===== src/rtl/mem_pipe_pkg.sv =====
package mem_pipe_pkg;

    typedef logic [31:0] word_t;     // data word or virtual address
    typedef logic [19:0] vpn_t;      // 4 KiB pages
    typedef logic [19:0] pfn_t;
    typedef logic [4:0]  reg_idx_t;
    typedef logic [4:0]  exc_code_t;

    // exception codes as seen by the handler
    localparam exc_code_t EXC_NONE = 5'd0;
    localparam exc_code_t EXC_MOD  = 5'd1;
    localparam exc_code_t EXC_TLBL = 5'd2;
    localparam exc_code_t EXC_TLBS = 5'd3;
    localparam exc_code_t EXC_ADEL = 5'd4;
    localparam exc_code_t EXC_ADES = 5'd5;

    typedef enum logic [3:0] {
        OP_LB,
        OP_LBU,
        OP_LH,
        OP_LHU,
        OP_LW,
        OP_LWL,
        OP_LWR,
        OP_SB,
        OP_SH,
        OP_SW
    } mem_op_e;

    typedef struct packed {
        vpn_t vpn;
        pfn_t pfn;
        logic v;    // page valid
        logic d;    // dirty, page writable
    } tlb_entry_t;

    typedef struct packed {
        mem_op_e         op;
        word_t           base;
        logic signed [15:0] offset;
        word_t           rt_value;  // store data or old rt for lwl/lwr
        reg_idx_t        dest;
    } issue_t;

    typedef struct packed {
        mem_op_e  op;
        word_t    vaddr;
        word_t    rt_value;
        reg_idx_t dest;
        logic     mapped;
        logic     tlb_found;
        logic     tlb_v;
        logic     tlb_d;
        logic     adr_err;
    } as_to_ms_t;

    typedef struct packed {
        logic      ex;
        exc_code_t exc_code;
        logic      tlb_refill;  // refill vector instead of general one
        logic      gr_we;
        reg_idx_t  dest;
        word_t     result;
        word_t     badvaddr;
    } ms_out_t;

    function automatic logic is_store(input mem_op_e op);
        return (op == OP_SB) || (op == OP_SH) || (op == OP_SW);
    endfunction

endpackage


===== src/rtl/addr_stage.sv =====
module addr_stage (
    input  logic                      clk,
    input  logic                      reset,
    input  logic                      flush,
    input  logic                      in_valid,
    input  mem_pipe_pkg::issue_t      in_req,
    output logic                      in_allowin,
    output logic                      as_valid,
    output mem_pipe_pkg::as_to_ms_t   as_bus,
    input  logic                      ms_allowin,
    output mem_pipe_pkg::vpn_t        tlb_qvpn,
    input  logic                      tlb_found,
    input  mem_pipe_pkg::tlb_entry_t  tlb_entry,
    output logic                      ram_en,
    output logic [3:0]                ram_wstrb,
    output mem_pipe_pkg::word_t       ram_addr,
    output mem_pipe_pkg::word_t       ram_wdata
);

    logic                   valid_r;
    mem_pipe_pkg::mem_op_e  op_r;
    mem_pipe_pkg::word_t    vaddr_r;
    mem_pipe_pkg::word_t    rt_r;
    mem_pipe_pkg::reg_idx_t dest_r;
    mem_pipe_pkg::word_t    eff_addr;
    logic                   mapped;
    logic                   adr_err;
    logic                   store;
    logic                   fault;
    logic [3:0]             lane_mask;

    assign eff_addr   = in_req.base + {{16{in_req.offset[15]}}, in_req.offset};
    assign in_allowin = !valid_r || ms_allowin;  // empty or draining into mem_stage
    assign as_valid   = valid_r;

    always_ff @(posedge clk) begin
        if (reset) begin
            valid_r <= 1'b0;
        end else if (flush) begin
            valid_r <= 1'b0;
        end else if (in_allowin) begin
            valid_r <= in_valid;
        end
    end

    always_ff @(posedge clk) begin
        if (in_valid && in_allowin) begin
            op_r    <= in_req.op;
            vaddr_r <= eff_addr;
            rt_r    <= in_req.rt_value;
            dest_r  <= in_req.dest;
        end
    end

    // kseg0/kseg1 bypass the tlb
    assign mapped   = (vaddr_r[31:30] != 2'b10);
    assign tlb_qvpn = vaddr_r[31:12];
    assign store    = mem_pipe_pkg::is_store(op_r);

    always_comb begin
        case (op_r)
            mem_pipe_pkg::OP_LH,
            mem_pipe_pkg::OP_LHU,
            mem_pipe_pkg::OP_SH: adr_err = vaddr_r[0];
            mem_pipe_pkg::OP_LW,
            mem_pipe_pkg::OP_SW: adr_err = |vaddr_r[1:0];
            default:             adr_err = 1'b0;  // byte ops and lwl/lwr
        endcase
    end

    assign fault = adr_err ||
                   (mapped && (!tlb_found || !tlb_entry.v || (store && !tlb_entry.d)));

    // lane select and data replication
    always_comb begin
        case (op_r)
            mem_pipe_pkg::OP_SB: begin
                lane_mask = 4'b0001 << vaddr_r[1:0];
                ram_wdata = {4{rt_r[7:0]}};
            end
            mem_pipe_pkg::OP_SH: begin
                lane_mask = vaddr_r[1] ? 4'b1100 : 4'b0011;
                ram_wdata = {2{rt_r[15:0]}};
            end
            default: begin
                lane_mask = 4'b1111;
                ram_wdata = rt_r;
            end
        endcase
    end

    assign ram_en    = valid_r && ms_allowin;
    assign ram_wstrb = (ram_en && store && !fault && !flush) ? lane_mask : 4'b0000;
    assign ram_addr  = mapped ? {tlb_entry.pfn, vaddr_r[11:0]} : {3'b000, vaddr_r[28:0]};

    always_comb begin
        as_bus.op        = op_r;
        as_bus.vaddr     = vaddr_r;
        as_bus.rt_value  = rt_r;
        as_bus.dest      = dest_r;
        as_bus.mapped    = mapped;
        as_bus.tlb_found = tlb_found;
        as_bus.tlb_v     = tlb_entry.v;
        as_bus.tlb_d     = tlb_entry.d;
        as_bus.adr_err   = adr_err;
    end

    // only an aligned store to kseg or a valid dirty page may write
    assert property (@(posedge clk) disable iff (reset)
        (ram_wstrb != 4'b0000) |-> (valid_r && ms_allowin && !flush &&
            (op_r inside {mem_pipe_pkg::OP_SB, mem_pipe_pkg::OP_SH, mem_pipe_pkg::OP_SW}) &&
            !((op_r == mem_pipe_pkg::OP_SH) && vaddr_r[0]) &&
            !((op_r == mem_pipe_pkg::OP_SW) && (vaddr_r[1:0] != 2'b00)) &&
            ((vaddr_r[31:30] == 2'b10) || (tlb_found && tlb_entry.v && tlb_entry.d))))
        else $error("addr_stage: write strobe on faulting or flushed op");

endmodule


===== config.mk =====
export PLATFORM = sky130hd
export DESIGN_NAME = addr_stage
export DESIGN_NICKNAME = d
export VERILOG_FILES = /design/src/rtl/mem_pipe_pkg.sv /design/src/rtl/addr_stage.sv
export SDC_FILE = /design/constraint.sdc
export NUM_CORES = 1
export LEC_CHECK = 0
export BUFFER_PORTS_ARGS = -buffer_cell sky130_fd_sc_hd__buf_2
export CORE_AREA = 5 5 115 117
export CTS_CLUSTER_SIZE = 28
export DETAILED_ROUTE_END_ITERATION = 10
export DIE_AREA = 0 0 120 122
export GPL_ROUTABILITY_DRIVEN = 0
export GPL_TIMING_DRIVEN = 0
export PLACE_DENSITY = 0.85
export SYNTH_ARGS = -nofsm -noshare
export SYNTH_HDL_FRONTEND = slang
export SYNTH_SLANG_ARGS = --single-unit

===== constraint.sdc =====
create_clock -name clk -period 4.6 [get_ports clk]
set_input_delay 0.69 -clock clk [delete_from_list [all_inputs] [get_ports clk]]
set_output_delay 0.69 -clock clk [all_outputs]
set_load 0.01 [all_outputs]

Word-level counts from Yosys, hierarchy flattened
Cells that the tools add are included.
{ "word_totals": {"register_bits": 74, "in_bits": 137, "word_cells": 43} }
{ "classes": {"n_addsub": 1, "n_eq_ne": 7, "shift": 1, "muxes": 6, "n_reduce_logical": 23} }
{ "op_table": {"columns": ["cell", "n"], "rows": [
  ["case mux 32 bit (2 select lines)", 1],
  ["adder 32 bit", 1],
  ["2-to-1 mux 32 bit", 1],
  ["equality test 4 x 2 -> 1 bit, second input constant", 2],
  ["equality test 4 x 3 -> 1 bit, second input constant", 2],
  ["equality test 4 bit, second input constant", 2],
  ["2-to-1 mux 4 bit", 2],
  ["case mux 4 bit (2 select lines)", 1],
  ["logical AND 1 bit", 7],
  ["logical NOT 1 bit", 6],
  ["logical OR 1 bit", 6],
  ["OR reduction 2 bit", 3],
  ["left shift 1 x 2 -> 4 bit, first input constant", 1],
  ["OR reduction 3 bit", 1],
  ["inequality test 2 bit, second input constant", 1],
  ["case mux 1 bit (2 select lines)", 1]
]} }

Depth between registers and ports, before layout
{ "depth": {"word_depth": 11, "ltp_mapped": 9} }

Worst setup path before layout
No wires, ideal clock.
{ "synth_timing": {"path_type": "in2reg", "from": "input ms_allowin", "to": "register dest_r[0], enable pin", "setup_time_ns": 0.439, "t_arrival_ns": 2.613, "slack_ns": 1.548, "cell_stages": 2, "cell_sequence": "nand2b_1 and2_1"} }
{ "synth_between": {"elab_chain_len": 2} }
{ "synth_lines": {"columns": ["item", "line", "rtl"], "rows": [
  ["start: declaration", "addr_stage.sv:10", "input logic ms_allowin,"],
  ["logical OR 1 bit", "addr_stage.sv:33", "assign in_allowin = !valid_r || ms_allowin;"],
  ["logical AND 1 bit", "addr_stage.sv:47", "if (in_valid && in_allowin) begin"],
  ["end signal: assignment", "addr_stage.sv:51", "dest_r <= in_req.dest;"],
  ["end: declaration", "addr_stage.sv:24", "mem_pipe_pkg::reg_idx_t dest_r;"]
]} }
Every way passes these cells.
A chain may end at the register's enable or synchronous reset.

Worst setup path after layout
{ "layout_timing": {"from": "register op_r[1]", "to": "output ram_wstrb[0]"} }
{ "layout_between": {"elab_chain_len": 11, "word_cells_on_any_way": 21} }
{ "layout_lines": {"columns": ["item", "line", "rtl"], "rows": [
  ["start: declaration", "addr_stage.sv:21", "mem_pipe_pkg::mem_op_e op_r;"],
  ["start signal: assignment", "addr_stage.sv:48", "op_r <= in_req.op;"],
  ["parallel branches: the longest is 10 deep, another holds equality test 4 bit", null, null],
  ["2-to-1 mux 4 bit *", "addr_stage.sv:93", "assign ram_wstrb = (ram_en && store && !fault && !flush) ? lane_mask : 4'b0000;"],
  ["end: declaration", "addr_stage.sv:15", "output logic [3:0] ram_wstrb,"]
]} }
Mark *: on every way between the ends.

==> impl_metrics.csv <==
group,metric,value,unit
grt,grt_pass1_wl,22400,um
die,io_pins,306,
clock_tree,cts_htree_levels,3,
clock_tree,clk_latency,330,ps
logic_synthesis,ys_ff_latch,74,
routing,ant_nets,0,
finish,antenna_cells,0,
logic_synthesis,synth_edf_count,73,
die,start_util,40.4,%
die,fp-row-count,41,
sta,rsz0062_at_grt,"false",
placed_design,port_buffers,285,
logic_synthesis,yosys.area.top_type_share,44.3,%
clock_tree,cts_resized,0,
power,swShare,30.4,%
sta,setup_tns,0,ps
clock_tree,numCtsBuffers,9,
logic_synthesis,avgSynthCellArea,11.5,um^2
sta,period_share,70.9,%
logic_synthesis,seq_area_frac_synth,44.7,%
job,drv_cap,0,
setup_path,cp_data_required_time,3910,ps
power,combPwrFrac,30.8,%
placed_design,pre_cts_slack,1550,ps
die,die_h,122,um
logic_synthesis,synth_top_area_cell,"edfxtp_1",
power,finalPower,2270,uW
power,internal-power,1580,uW
logic_synthesis,mappedNetlistNets,600,
power,p_sw,691,uW
sta,setup_violations,0,
power,powerDensity,330,nW/um^2
power,clock_power_share,30.5,%
placed_design,hpwl,12400,um
sta,finalHoldViolCount,0,
grt,overflow,0,
logic_synthesis,ys_warn_count,0,
routing,viasPerCell,5.08,
routing,drcViolationCount,0,
clock_tree,cts_tree,"done",
die,core,12300,um^2
logic_synthesis,syn_area,4950,um^2
clock_tree,path_clk_slew,60,ps
run_status,outcome,"completed",
sta,period_needed,3260,ps
logic_synthesis,yosys-top-cells-area,"edfxtp_1 44%, ha_1 7.8%, buf_4 6.8%, mux2_2 5.2%, a21oi_1 3.4%",
routing,first_pass_iters,5,
sta,tightest_slew,686,ps
routing,drt_iter0_markers,328,
finish,fin_nets,897,
setup_path,path_class,"reg2out",
routing,post_drt_wl_per_cell,17.0,um
die,die_w,120,um
clock_tree,clockBufferDepth,2,
power,ir_worst_vdd,203,uV
setup_path,cp-end-kind,"output pin",
setup_path,crit_fanout,10,
logic_synthesis,synthArstFlopShare,0,%
clock_tree,hold_buffers,0,
routing,vias,4482,
grt,grt_max_degree,45,
clock_tree,cts_sinks,74,
grt,antenna_found_initial,0,
sta,slew_violations,0,
logic_synthesis,postSynthCellCount,431,
finish,drive_above_1_share,55.3,%
logic_synthesis,synth_cell_types,64,
worst_hold_path,hp-class,"in2reg",
finish,utilization,56.1,%
die,dieArea,14600,um^2
sta,slew_headroom,54.2,%
clock_tree,postCtsSetupBuffers,0,
power,p_leak,0.00324,uW
finish,num-fill-cells,1085,
power,pwr-share-seq,38.7,%
setup_path,cp-start-kind,"flip-flop",
sta,skew,7.48,ps
finish,layout-area-overhead-vs-synth,39.0,%
grt,grt_pass1_vias,4286,
grt,track_usage,19.3,%
setup_path,crit_arrival,2570,ps
clock_tree,clockRootBuffer,"clkbuf_16",
routing,wl,15000,um
logic_synthesis,yosys_most_used_dff,"edfxtp_1",
sta,fin_ws,1340,ps
sta,fmax,307,MHz
-- layout by cell type, fill, tap and decap left out, types with 3 or more instances in the layout --
| cell type | n |
|---|---|
| clkbuf_16 | 9 |
| a31oi_1 | 6 |
| a22oi_1 | 8 |
| a21o_1 | 11 |
| buf_2 | 294 |
| nand3b_1 | 3 |
| ha_1 | 31 |
| o21ai_0 | 8 |
| edfxtp_1 | 73 |
| buf_4 | 45 |
| inv_1 | 4 |
| o21bai_1 | 3 |
| xnor2_1 | 15 |
| nor2_1 | 11 |
| mux2_1 | 10 |
| mux2_2 | 23 |
| nand3_1 | 3 |
| nor2b_1 | 7 |
| nand2b_1 | 5 |
| xor2_1 | 14 |
| nand2_1 | 34 |
| nor3_1 | 5 |
| clkbuf_1 | 3 |
| nand4_1 | 6 |
| a21oi_1 | 34 |
| o21ai_1 | 10 |
-- stage by stage --
stage	cell area, um^2	hold WS, ps	std cells
final	6880	536	882
after global routing	6880	517	882
after CTS	6880	521	882
after detailed placement	6590	587	867
after global placement	6570	518	866
after floorplan	4950	609	431
-- Yosys cell counts (6+ instances only) --
cell / n
a21o_1: 11
nor2_1: 11
buf_2: 9
a21oi_1: 34
a22oi_1: 8
xnor2_1: 15
mux2_1: 10
o21ai_0: 8
edfxtp_1: 73
ha_1: 31
nor2b_1: 7
a31oi_1: 6
nand2_1: 34
nand4_1: 6
buf_4: 45
xor2_1: 14
o21ai_1: 10
mux2_2: 23
-- kinds of logic after synthesis --
group                    synth area share [%]
multiplexers                             7.50
flip-flops                               44.7
XOR/XNOR                                 5.13
buffers and inverters                    8.49
AO/OA/AOI/OAI                            16.3
adder cells (fa/ha/maj)                  8.24
AND/OR/NAND/NOR                          9.63
-- worst paths after layout --
path / startpoint / endpoint / slack (ps) / cells past startpoint
worst min-delay path: in_req[16] / rt_r[11] / 540 / 1
worst min register to register: as_valid / as_valid / 590 / 2
worst max-delay path: op_r[1] / ram_wstrb[0] / 1340 / 8
worst max register to register: as_valid / rt_r[0] / 3070 / 3
-- final cells by class --
| class | count | area, um^2 | share of cell area (%) |
|---|---|---|---|
| buffer | 58 | 405 | 5.89 |
| tap | 150 | 188 | 2.73 |
| sequential | 74 | 2210 | 32.1 |
| inverter | 4 | 15.0 | 0.218 |
| clock buffer | 9 | 225 | 3.27 |
| clock inverter | 6 | 67.6 | 0.982 |
| multi-input combinational | 295 | 2320 | 33.7 |
| timing repair buffer | 286 | 1450 | 21.0 |
-- worst max-delay path: stages (launching register included) --
cell,delay [ps]
edfxtp_1,460
nor2b_1,180
and3_1,180
buf_2,200
nor2_2,540
buf_2,360
nor2_1,80
nor2_1,90
buf_2,150
-- metal layers --
layer | routed length [um] | vias to the layer above | track usage, %
met5 | 0 | - | 0
met4 | 164 | 0 | 5.23
met3 | 939 | 11 | 3.95
met2 | 7910 | 171 | 35.3
met1 | 6010 | 2127 | 22.9
li1 | - | 2173 | -
-- power by group through the flow --
stage	combinational [uW]	clock, uW	sequential [uW]
6_report	701	692	878
3_5_place_dp	700	0	893
5_1_grt	761	740	886
4_1_cts	703	708	879
2_1_floorplan	403	0	910
3_3_place_gp	683	0	893
-- sequential cells by signal, indices dropped and copies added, names as in the netlist --
signal / count
as_valid: 1
dest_r: 5
op_r: 4
rt_r: 32
vaddr_r: 32
(Power assumes the default switching activity.)
