**config.mk**
```make
export PLATFORM = sky130hd
export DESIGN_NAME = mem_stage
export DESIGN_NICKNAME = d
export VERILOG_FILES = /design/src/rtl/mem_pipe_pkg.sv /design/src/rtl/mem_stage.sv
export SDC_FILE = /design/constraint.sdc
export NUM_CORES = 1
export LEC_CHECK = 0
export ABC_CLOCK_PERIOD_IN_PS = 3100
export BUFFER_PORTS_ARGS = -buffer_cell sky130_fd_sc_hd__buf_2
export CAP_MARGIN = 20
export CORE_ASPECT_RATIO = 0.8
export CORE_UTILIZATION = 50
export CTS_CLUSTER_DIAMETER = 60
export CTS_CLUSTER_SIZE = 8
export DETAILED_ROUTE_END_ITERATION = 10
export PLACE_DENSITY_LB_ADDON = 0.3
export SLEW_MARGIN = 30
export SYNTH_ARGS = -nofsm -noshare
export SYNTH_HDL_FRONTEND = slang
export SYNTH_SLANG_ARGS = --single-unit
```
**constraint.sdc**
```tcl
create_clock -name clk -period 3.1 [get_ports clk]
set_input_delay 0.31 -clock clk [delete_from_list [all_inputs] [get_ports clk]]
set_output_delay 0.31 -clock clk [all_outputs]
set_load 0.02 [all_outputs]
```
**src/rtl/mem_pipe_pkg.sv**
```systemverilog
package mem_pipe_pkg;

    typedef logic [31:0] word_t;     // data word or virtual address
    typedef logic [19:0] vpn_t;      // 4 KiB pages
    typedef logic [19:0] pfn_t;
    typedef logic [4:0]  reg_idx_t;
    typedef logic [4:0]  exc_code_t;

    // exception codes as seen by the handler
    localparam exc_code_t EXC_NONE = 5'd0;
    localparam exc_code_t EXC_MOD  = 5'd1;
    localparam exc_code_t EXC_TLBL = 5'd2;
    localparam exc_code_t EXC_TLBS = 5'd3;
    localparam exc_code_t EXC_ADEL = 5'd4;
    localparam exc_code_t EXC_ADES = 5'd5;

    typedef enum logic [3:0] {
        OP_LB,
        OP_LBU,
        OP_LH,
        OP_LHU,
        OP_LW,
        OP_LWL,
        OP_LWR,
        OP_SB,
        OP_SH,
        OP_SW
    } mem_op_e;

    typedef struct packed {
        vpn_t vpn;
        pfn_t pfn;
        logic v;    // page valid
        logic d;    // dirty, page writable
    } tlb_entry_t;

    typedef struct packed {
        mem_op_e         op;
        word_t           base;
        logic signed [15:0] offset;
        word_t           rt_value;  // store data or old rt for lwl/lwr
        reg_idx_t        dest;
    } issue_t;

    typedef struct packed {
        mem_op_e  op;
        word_t    vaddr;
        word_t    rt_value;
        reg_idx_t dest;
        logic     mapped;
        logic     tlb_found;
        logic     tlb_v;
        logic     tlb_d;
        logic     adr_err;
    } as_to_ms_t;

    typedef struct packed {
        logic      ex;
        exc_code_t exc_code;
        logic      tlb_refill;  // refill vector instead of general one
        logic      gr_we;
        reg_idx_t  dest;
        word_t     result;
        word_t     badvaddr;
    } ms_out_t;

    function automatic logic is_store(input mem_op_e op);
        return (op == OP_SB) || (op == OP_SH) || (op == OP_SW);
    endfunction

endpackage

```
**src/rtl/mem_stage.sv**
```systemverilog
module mem_stage (
    input  logic                     clk,
    input  logic                     reset,
    input  logic                     flush,
    input  logic                     as_valid,
    input  mem_pipe_pkg::as_to_ms_t  as_bus,
    output logic                     ms_allowin,
    input  mem_pipe_pkg::word_t      ram_rdata,
    output logic                     out_valid,
    output mem_pipe_pkg::ms_out_t    out_bus,
    input  logic                     out_allowin,
    output logic                     fwd_valid,
    output mem_pipe_pkg::reg_idx_t   fwd_dest,
    output mem_pipe_pkg::word_t      fwd_result
);

    logic                      valid_r;
    logic                      first_r;      // op arrived last edge, ram data live
    mem_pipe_pkg::as_to_ms_t   bus_r;
    mem_pipe_pkg::word_t       hold_r;
    mem_pipe_pkg::word_t       load_val;
    mem_pipe_pkg::word_t       load_result;
    mem_pipe_pkg::word_t       rt;
    mem_pipe_pkg::exc_code_t   exc_code;
    logic                      tlb_refill;
    logic                      store;
    logic                      ex;
    logic                      gr_we;
    logic [1:0]                byte_sel;
    logic [7:0]                ld_byte;
    logic [15:0]               ld_half;

    assign ms_allowin = !valid_r || out_allowin;
    assign out_valid  = valid_r;

    always_ff @(posedge clk) begin
        if (reset) begin
            valid_r <= 1'b0;
            first_r <= 1'b0;
        end else if (flush) begin
            valid_r <= 1'b0;
            first_r <= 1'b0;
        end else begin
            if (ms_allowin) begin
                valid_r <= as_valid;
            end
            first_r <= as_valid && ms_allowin;
        end
    end

    always_ff @(posedge clk) begin
        if (as_valid && ms_allowin) begin
            bus_r <= as_bus;
        end
        if (first_r) begin
            hold_r <= load_val;  // ram output is gone after this cycle
        end
    end

    assign byte_sel = bus_r.vaddr[1:0];
    assign rt       = bus_r.rt_value;
    assign ld_byte  = ram_rdata[8*byte_sel +: 8];
    assign ld_half  = byte_sel[1] ? ram_rdata[31:16] : ram_rdata[15:0];

    // little endian extraction
    always_comb begin
        case (bus_r.op)
            mem_pipe_pkg::OP_LB:  load_val = {{24{ld_byte[7]}}, ld_byte};
            mem_pipe_pkg::OP_LBU: load_val = {24'd0, ld_byte};
            mem_pipe_pkg::OP_LH:  load_val = {{16{ld_half[15]}}, ld_half};
            mem_pipe_pkg::OP_LHU: load_val = {16'd0, ld_half};
            mem_pipe_pkg::OP_LWL: begin
                case (byte_sel)
                    2'd0:    load_val = {ram_rdata[7:0], rt[23:0]};
                    2'd1:    load_val = {ram_rdata[15:0], rt[15:0]};
                    2'd2:    load_val = {ram_rdata[23:0], rt[7:0]};
                    default: load_val = ram_rdata;
                endcase
            end
            mem_pipe_pkg::OP_LWR: begin
                case (byte_sel)
                    2'd0:    load_val = ram_rdata;
                    2'd1:    load_val = {rt[31:24], ram_rdata[31:8]};
                    2'd2:    load_val = {rt[31:16], ram_rdata[31:16]};
                    default: load_val = {rt[31:8], ram_rdata[31:24]};
                endcase
            end
            default: load_val = ram_rdata;  // lw, stores masked later
        endcase
    end

    assign load_result = first_r ? load_val : hold_r;
    assign store       = mem_pipe_pkg::is_store(bus_r.op);

    // address error first, then refill, invalid, modify
    always_comb begin
        exc_code   = mem_pipe_pkg::EXC_NONE;
        tlb_refill = 1'b0;
        if (bus_r.adr_err) begin
            exc_code = store ? mem_pipe_pkg::EXC_ADES : mem_pipe_pkg::EXC_ADEL;
        end else if (bus_r.mapped && !bus_r.tlb_found) begin
            exc_code   = store ? mem_pipe_pkg::EXC_TLBS : mem_pipe_pkg::EXC_TLBL;
            tlb_refill = 1'b1;
        end else if (bus_r.mapped && !bus_r.tlb_v) begin
            exc_code = store ? mem_pipe_pkg::EXC_TLBS : mem_pipe_pkg::EXC_TLBL;
        end else if (bus_r.mapped && store && !bus_r.tlb_d) begin
            exc_code = mem_pipe_pkg::EXC_MOD;
        end
    end

    assign ex    = (exc_code != mem_pipe_pkg::EXC_NONE);
    assign gr_we = !store && !ex;

    always_comb begin
        out_bus.ex         = ex;
        out_bus.exc_code   = exc_code;
        out_bus.tlb_refill = tlb_refill;
        out_bus.gr_we      = gr_we;
        out_bus.dest       = bus_r.dest;
        out_bus.result     = gr_we ? load_result : '0;  // zero unless rf write
        out_bus.badvaddr   = ex ? bus_r.vaddr : '0;
    end

    // bypass to decode
    assign fwd_valid  = valid_r && gr_we;
    assign fwd_dest   = bus_r.dest;
    assign fwd_result = out_bus.result;

    assert property (@(posedge clk) disable iff (reset)
        (out_valid && !out_allowin && !flush) |=> (out_valid && $stable(out_bus)))
        else $error("mem_stage: out_bus changed while stalled");

endmodule

```
Yosys cells after proc, flatten, opt, wreduce, memory -nomap -nowiden
Index checks and enable logic that the tools add are counted.
{"block": "word_totals", "inputBits": 115, "register_bits": 112, "wordCells": 58, "output_inout_bits": 117}
{"block": "classes", "n_mux": 15, "shift": 1, "n_reduce_logical": 20, "n_eq_ne": 10}
{"cell": "$pmux W32 S3", "count": 2}
{"cell": "$pmux W32 S6", "count": 1}
{"cell": "$mux W32", "count": 3}
{"cell": "$shiftx A32 B6 Y8", "count": 1}
{"cell": "$mux W16", "count": 1}
{"cell": "$eq A4 B3 Y1 const B", "count": 3}
{"cell": "$eq A4 B2 Y1 const B", "count": 2}
{"cell": "$eq A4 B4 Y1 const B", "count": 2}
{"cell": "$logic_and A1 B1 Y1", "count": 7}
{"cell": "$logic_not A1 Y1", "count": 6}
{"cell": "$mux W1", "count": 5}
{"cell": "$reduce_bool A5 Y1", "count": 1}
{"cell": "$eq A4 B1 Y1 const B", "count": 1}
{"cell": "$logic_not A4 Y1", "count": 1}
{"cell": "$mux W2", "count": 2}
{"cell": "$logic_or A1 B1 Y1", "count": 3}
{"cell": "$mux W3", "count": 1}
{"cell": "$eq A2 B1 Y1 const B", "count": 1}
{"cell": "$eq A2 B2 Y1 const B", "count": 1}
{"cell": "$logic_not A2 Y1", "count": 1}
{"cell": "$reduce_or A2 Y1", "count": 1}

Longest topological paths before layout
{"block": "logic_depth", "word_depth": 13, "mapped_depth": 8, "depth_no_buf": 6}

Worst setup path before layout
No wires, ideal clock.
{"block": "synth_path", "path_kind": "register to register", "from": "register valid_r, in the netlist out_valid", "to": "register bus_r[0] (netlist bit) (enable)", "stages_incl_launch_ff": 3, "n_path_buf": 0, "required_ns": 2.655, "synth_period_minus_slack_ns": 2.942, "setup_time_ns": 0.445, "slack_ns": 0.158, "arrival_time_ns": 2.497, "path_cell_list": "dfxtp_1 -> nand2b_1 -> and2_1"}
{"block": "synth_via", "elab_chain_len": 3}
{"item": "from (decl)", "line": "mem_stage.sv:17", "rtl": "logic valid_r;"}
{"item": "from (signal assigned)", "line": "mem_stage.sv:45", "rtl": "valid_r <= as_valid;"}
{"item": "$logic_not A1 Y1", "line": "mem_stage.sv:33", "rtl": "assign ms_allowin = !valid_r || out_allowin;"}
{"item": "$logic_or A1 B1 Y1", "line": "mem_stage.sv:33"}
{"item": "via ms_allowin", "line": "mem_stage.sv:7", "rtl": "output logic ms_allowin,"}
{"item": "$logic_and A1 B1 Y1", "line": "mem_stage.sv:52", "rtl": "if (as_valid && ms_allowin) begin"}
{"item": "to (signal assigned)", "line": "mem_stage.sv:53", "rtl": "bus_r <= as_bus;"}
{"item": "to (decl)", "line": "mem_stage.sv:19", "rtl": "mem_pipe_pkg::as_to_ms_t bus_r;"}
The timed path passes the listed nets, and every way through them passes these cells.
A chain may end at the register's enable or synchronous reset.

==> summary.md <==
| Metric | Value |
|---|---|
| Port Buffers | `approximately 230` |
| Grt total ovfl | `0` |
| Global-route wire length before repair | `27900 microns` |
| Largest net degree at the start of global routing | `74` |
| CTS Buf Count | `9` |
| Die width | `~130 microns` |
| DRC | `0` |
| Post-route ant nets | `0` |
| GRT Resource Usage Total | `0.284` |
| CTS tree | `built` |
| Core area | `around 0.012 sq mm` |
| Slowest CP cell | `edfxtp_1` |
| Initial Utilization | `0.518` |
| Fin crit share | `0.982` |
| Post-route setup TNS | `0 ns` |
| Cell taking the most area after synthesis | `edfxtp_1` |
| Least-Margin Pin Slew | `approximately 0.53 ns` |
| Async set-reset flop share out of synthesis | `0` |
| Footprint of the multi-input gates | `approximately 0.0028 sq mm` |
| Finished Core Util | `0.631` |
| Worst EP required | `2.79 ns` |
| Post-synth cell types | `between 40 and 50` |
| Post-Syn Area per Cell | `11.4 sq um` |
| Bufs on Longest Clock Path | `2` |
| Routed WL per cell | `20.6 microns` |
| Post-route design area | `0.00776 sq mm` |
| Dpl cell area | `around 0.0074 sq mm` |
| Leak | `about 3.3 nW` |
| FMAX | `around 330 MHz` |
| Synth Flop Type | `edfxtp_1` |
| Post-synth EDFFs | `78` |
| Share of layout cells above drive strength 1 | `0.424` |
| Synth top area share | `0.368` |
| Clock latency on the worst-skew pair | `0.36 ns` |
| Unrepaired setup endpoints after global routing | `false` |
| Synth warn | `0` |
| Placed wire-length estimate | `about 14000 microns` |
| Antenna Cells | `0` |
| Area delta synth->final | `22.0%` |
| RePlAce Congestion | `0.885` |
| Mapped Cells | `560` |
| Tot Pwr | `just under 4 mW` |
| CP delay by family, top | `buffers and inverters` |
| Ports | `232` |
| Most frequent cells after synthesis | `78 x edfxtp_1, 53 x buf_4, 50 x mux2i_1` |
| Std cell rows | `36` |
| Most common cell on crit path | `a211oi_1` |
| Cell Pwr Density | `~510 mW/mm^2` |
| Setup-failing EPs final | `0` |
| Max-slew violations | `0` |
| Top-count cell post-synth | `edfxtp_1` |
| Buffers & Inverters on Critical Path | `3` |
| 1st-iter DRT viols | `580` |
| CTS hold repair buffers | `0` |
| Max Cap Viol | `0` |
| # clock sinks | `between 100 and 150` |
| Final Skew | `approximately 0.011 ns` |
| Post-Syn Area | `0.00636 sq mm` |
| Synth top area cells | `edfxtp_1 37%, dfxtp_1 11%, mux2i_1 7.9%` |
| NumNets Final | `853` |
| WS Path Type | `reg2out` |
| Period minus WS final | `~3.0 ns` |
| Arrival time worst endpoint | `about 2.7 ns` |
| Via count of the first global-routing pass | `~5100` |
| Fillers | `989` |
| First-pass DRT Iterations | `5` |
| Endpoints failing hold | `0` |
| Cells along the critical path | `buf_4, nand4bb_1, buf_4, a211oi_1, a211oi_1, a211oi_1, buf_2` |
| Clk slew on worst S/H paths | `about 0.080 ns` |
| Rel. slew slack | `0.643` |
| Clock root cell | `clkbuf_16` |
| Crit end category | `primary output` |
| CP max FO | `11` |
| CP max stage delay | `0.46 ns` |
| CTS H-tree lvls | `3` |
| Die area | `0.0132 sq mm` |
| Initial antenna violation count | `0` |
| Vias | `5538` |
| Sequential share of the synthesized area | `0.475` |
| Register area | `0.00302 sq mm` |
| Vias per cell | `around 6` |
| #FFs+latches synth | `112` |
| Total Wirelength | `18800 microns` |
| Status | `complete, no violations` |
| Startpoint types | `register` |
| Die Y | `103 microns` |
| Peak supply drop | `0.000372 V` |
| Min-delay worst type | `in2reg` |
-- cells by family (layout without fill, tap and decap cells) --
kind of cell | Yosys count | in the layout | synth area share
flip-flops | 112 | 112 | 0.475
AND/OR/NAND/NOR | 83 | 83 | 0.0663
multiplexers | 71 | 71 | 0.139
buffers and inverters | 98 | 280 | 0.0930
other | 1 | 2 | 0.000589
AO/OA/AOI/OAI | 195 | 195 | 0.226
-- metal layers --
layer  global-route usage  routed length, microns  vias to the layer above
met5                    0                       0                        -
met4               0.0842                     301                        0
met3               0.0560                    1620                       22
met2                0.447                    8600                      313
met1                0.400                    8280                     2691
li1                     -                       -                     2512
-- final cells by class --
type,instances,area share
multi-input combinational,351,0.362
timing repair buffer,260,0.182
sequential,112,0.389
tap,171,0.0276
clock buffer,9,0.0290
clock inverter,7,0.00822
inverter,4,0.00193
-- worst reg2reg max path, stage by stage (launching register included) --
cell and delay, ns:
edfxtp_1 0.55, buf_4 0.28, mux4_2 0.51, and2_1 0.17, a221oi_1 0.43, a21oi_1 0.14
-- per-stage QoR --
step | hold slack [ns] | instances | worst slack [ns]
2_1_floorplan | 0.383 | 561 | 0.158
3_3_place_gp | 0.459 | 893 | 0.493
3_5_place_dp | 0.472 | 894 | 0.400
4_1_cts | 0.105 | 910 | 0.0120
5_1_grt | 0.0986 | 914 | 0.00440
6_report | 0.115 | 914 | 0.0570
-- report_power, final --
part	leakage, nW	switching [mW]	internal [mW]
Sequential	1.04	0.0682	1.76
Clock	0.142	0.586	0.565
Combinational	2.14	0.592	0.379
Total	3.33	1.25	2.70
-- path summary, 6_finish.rpt --
path	startpoint	endpoint	slack (ns)	cells after the start
setup / recovery	bus_r[77]	out_bus[41]	0.06	7
setup reg to reg	bus_r[42]	hold_r[16]	0.90	5
hold / removal	as_bus[67]	bus_r[67]	0.12	1
hold reg to reg	hold_r[25]	hold_r[25]	0.49	2
-- state kept, by name, summed over array words and instances (netlist names) --
register   cells
first_r        1
hold_r        32
bus_r         41
out_valid      1
fwd_dest       5
rt            32
-- timing repair --
| item | 4_1_cts | 5_1_grt |
|---|---|---|
| setup buffers | 0 | 4 |
| gates resized for setup | 1 | 7 |
| setup endpoints to repair | 2 | 54 |
-- cells in the final DEF (no fill, tap or decap), types with 2 or more instances in the layout --
cell and count:
or2_2 2, conb_1 2, and2_1 12, inv_8 2
a32o_1 9, nand2b_1 2, inv_1 4, nor2_1 27
o22ai_1 23, a311oi_1 2, mux2_2 8, buf_4 29
o21ai_0 16, o2111a_1 4, a21boi_0 32, nand3_1 2
inv_6 2, a21oi_1 27, a22oi_1 3, clkbuf_16 9
nor3_1 5, mux4_2 13, nor3b_1 2, nand2_1 19
a211oi_2 5, a221oi_1 18, mux2i_1 50, clkinv_1 2
dfxtp_1 34, o211a_1 2, a211oi_1 37, buf_2 229
o2bb2ai_1 8, edfxtp_1 78
Note: power is estimated with default switching activity, not from simulation.
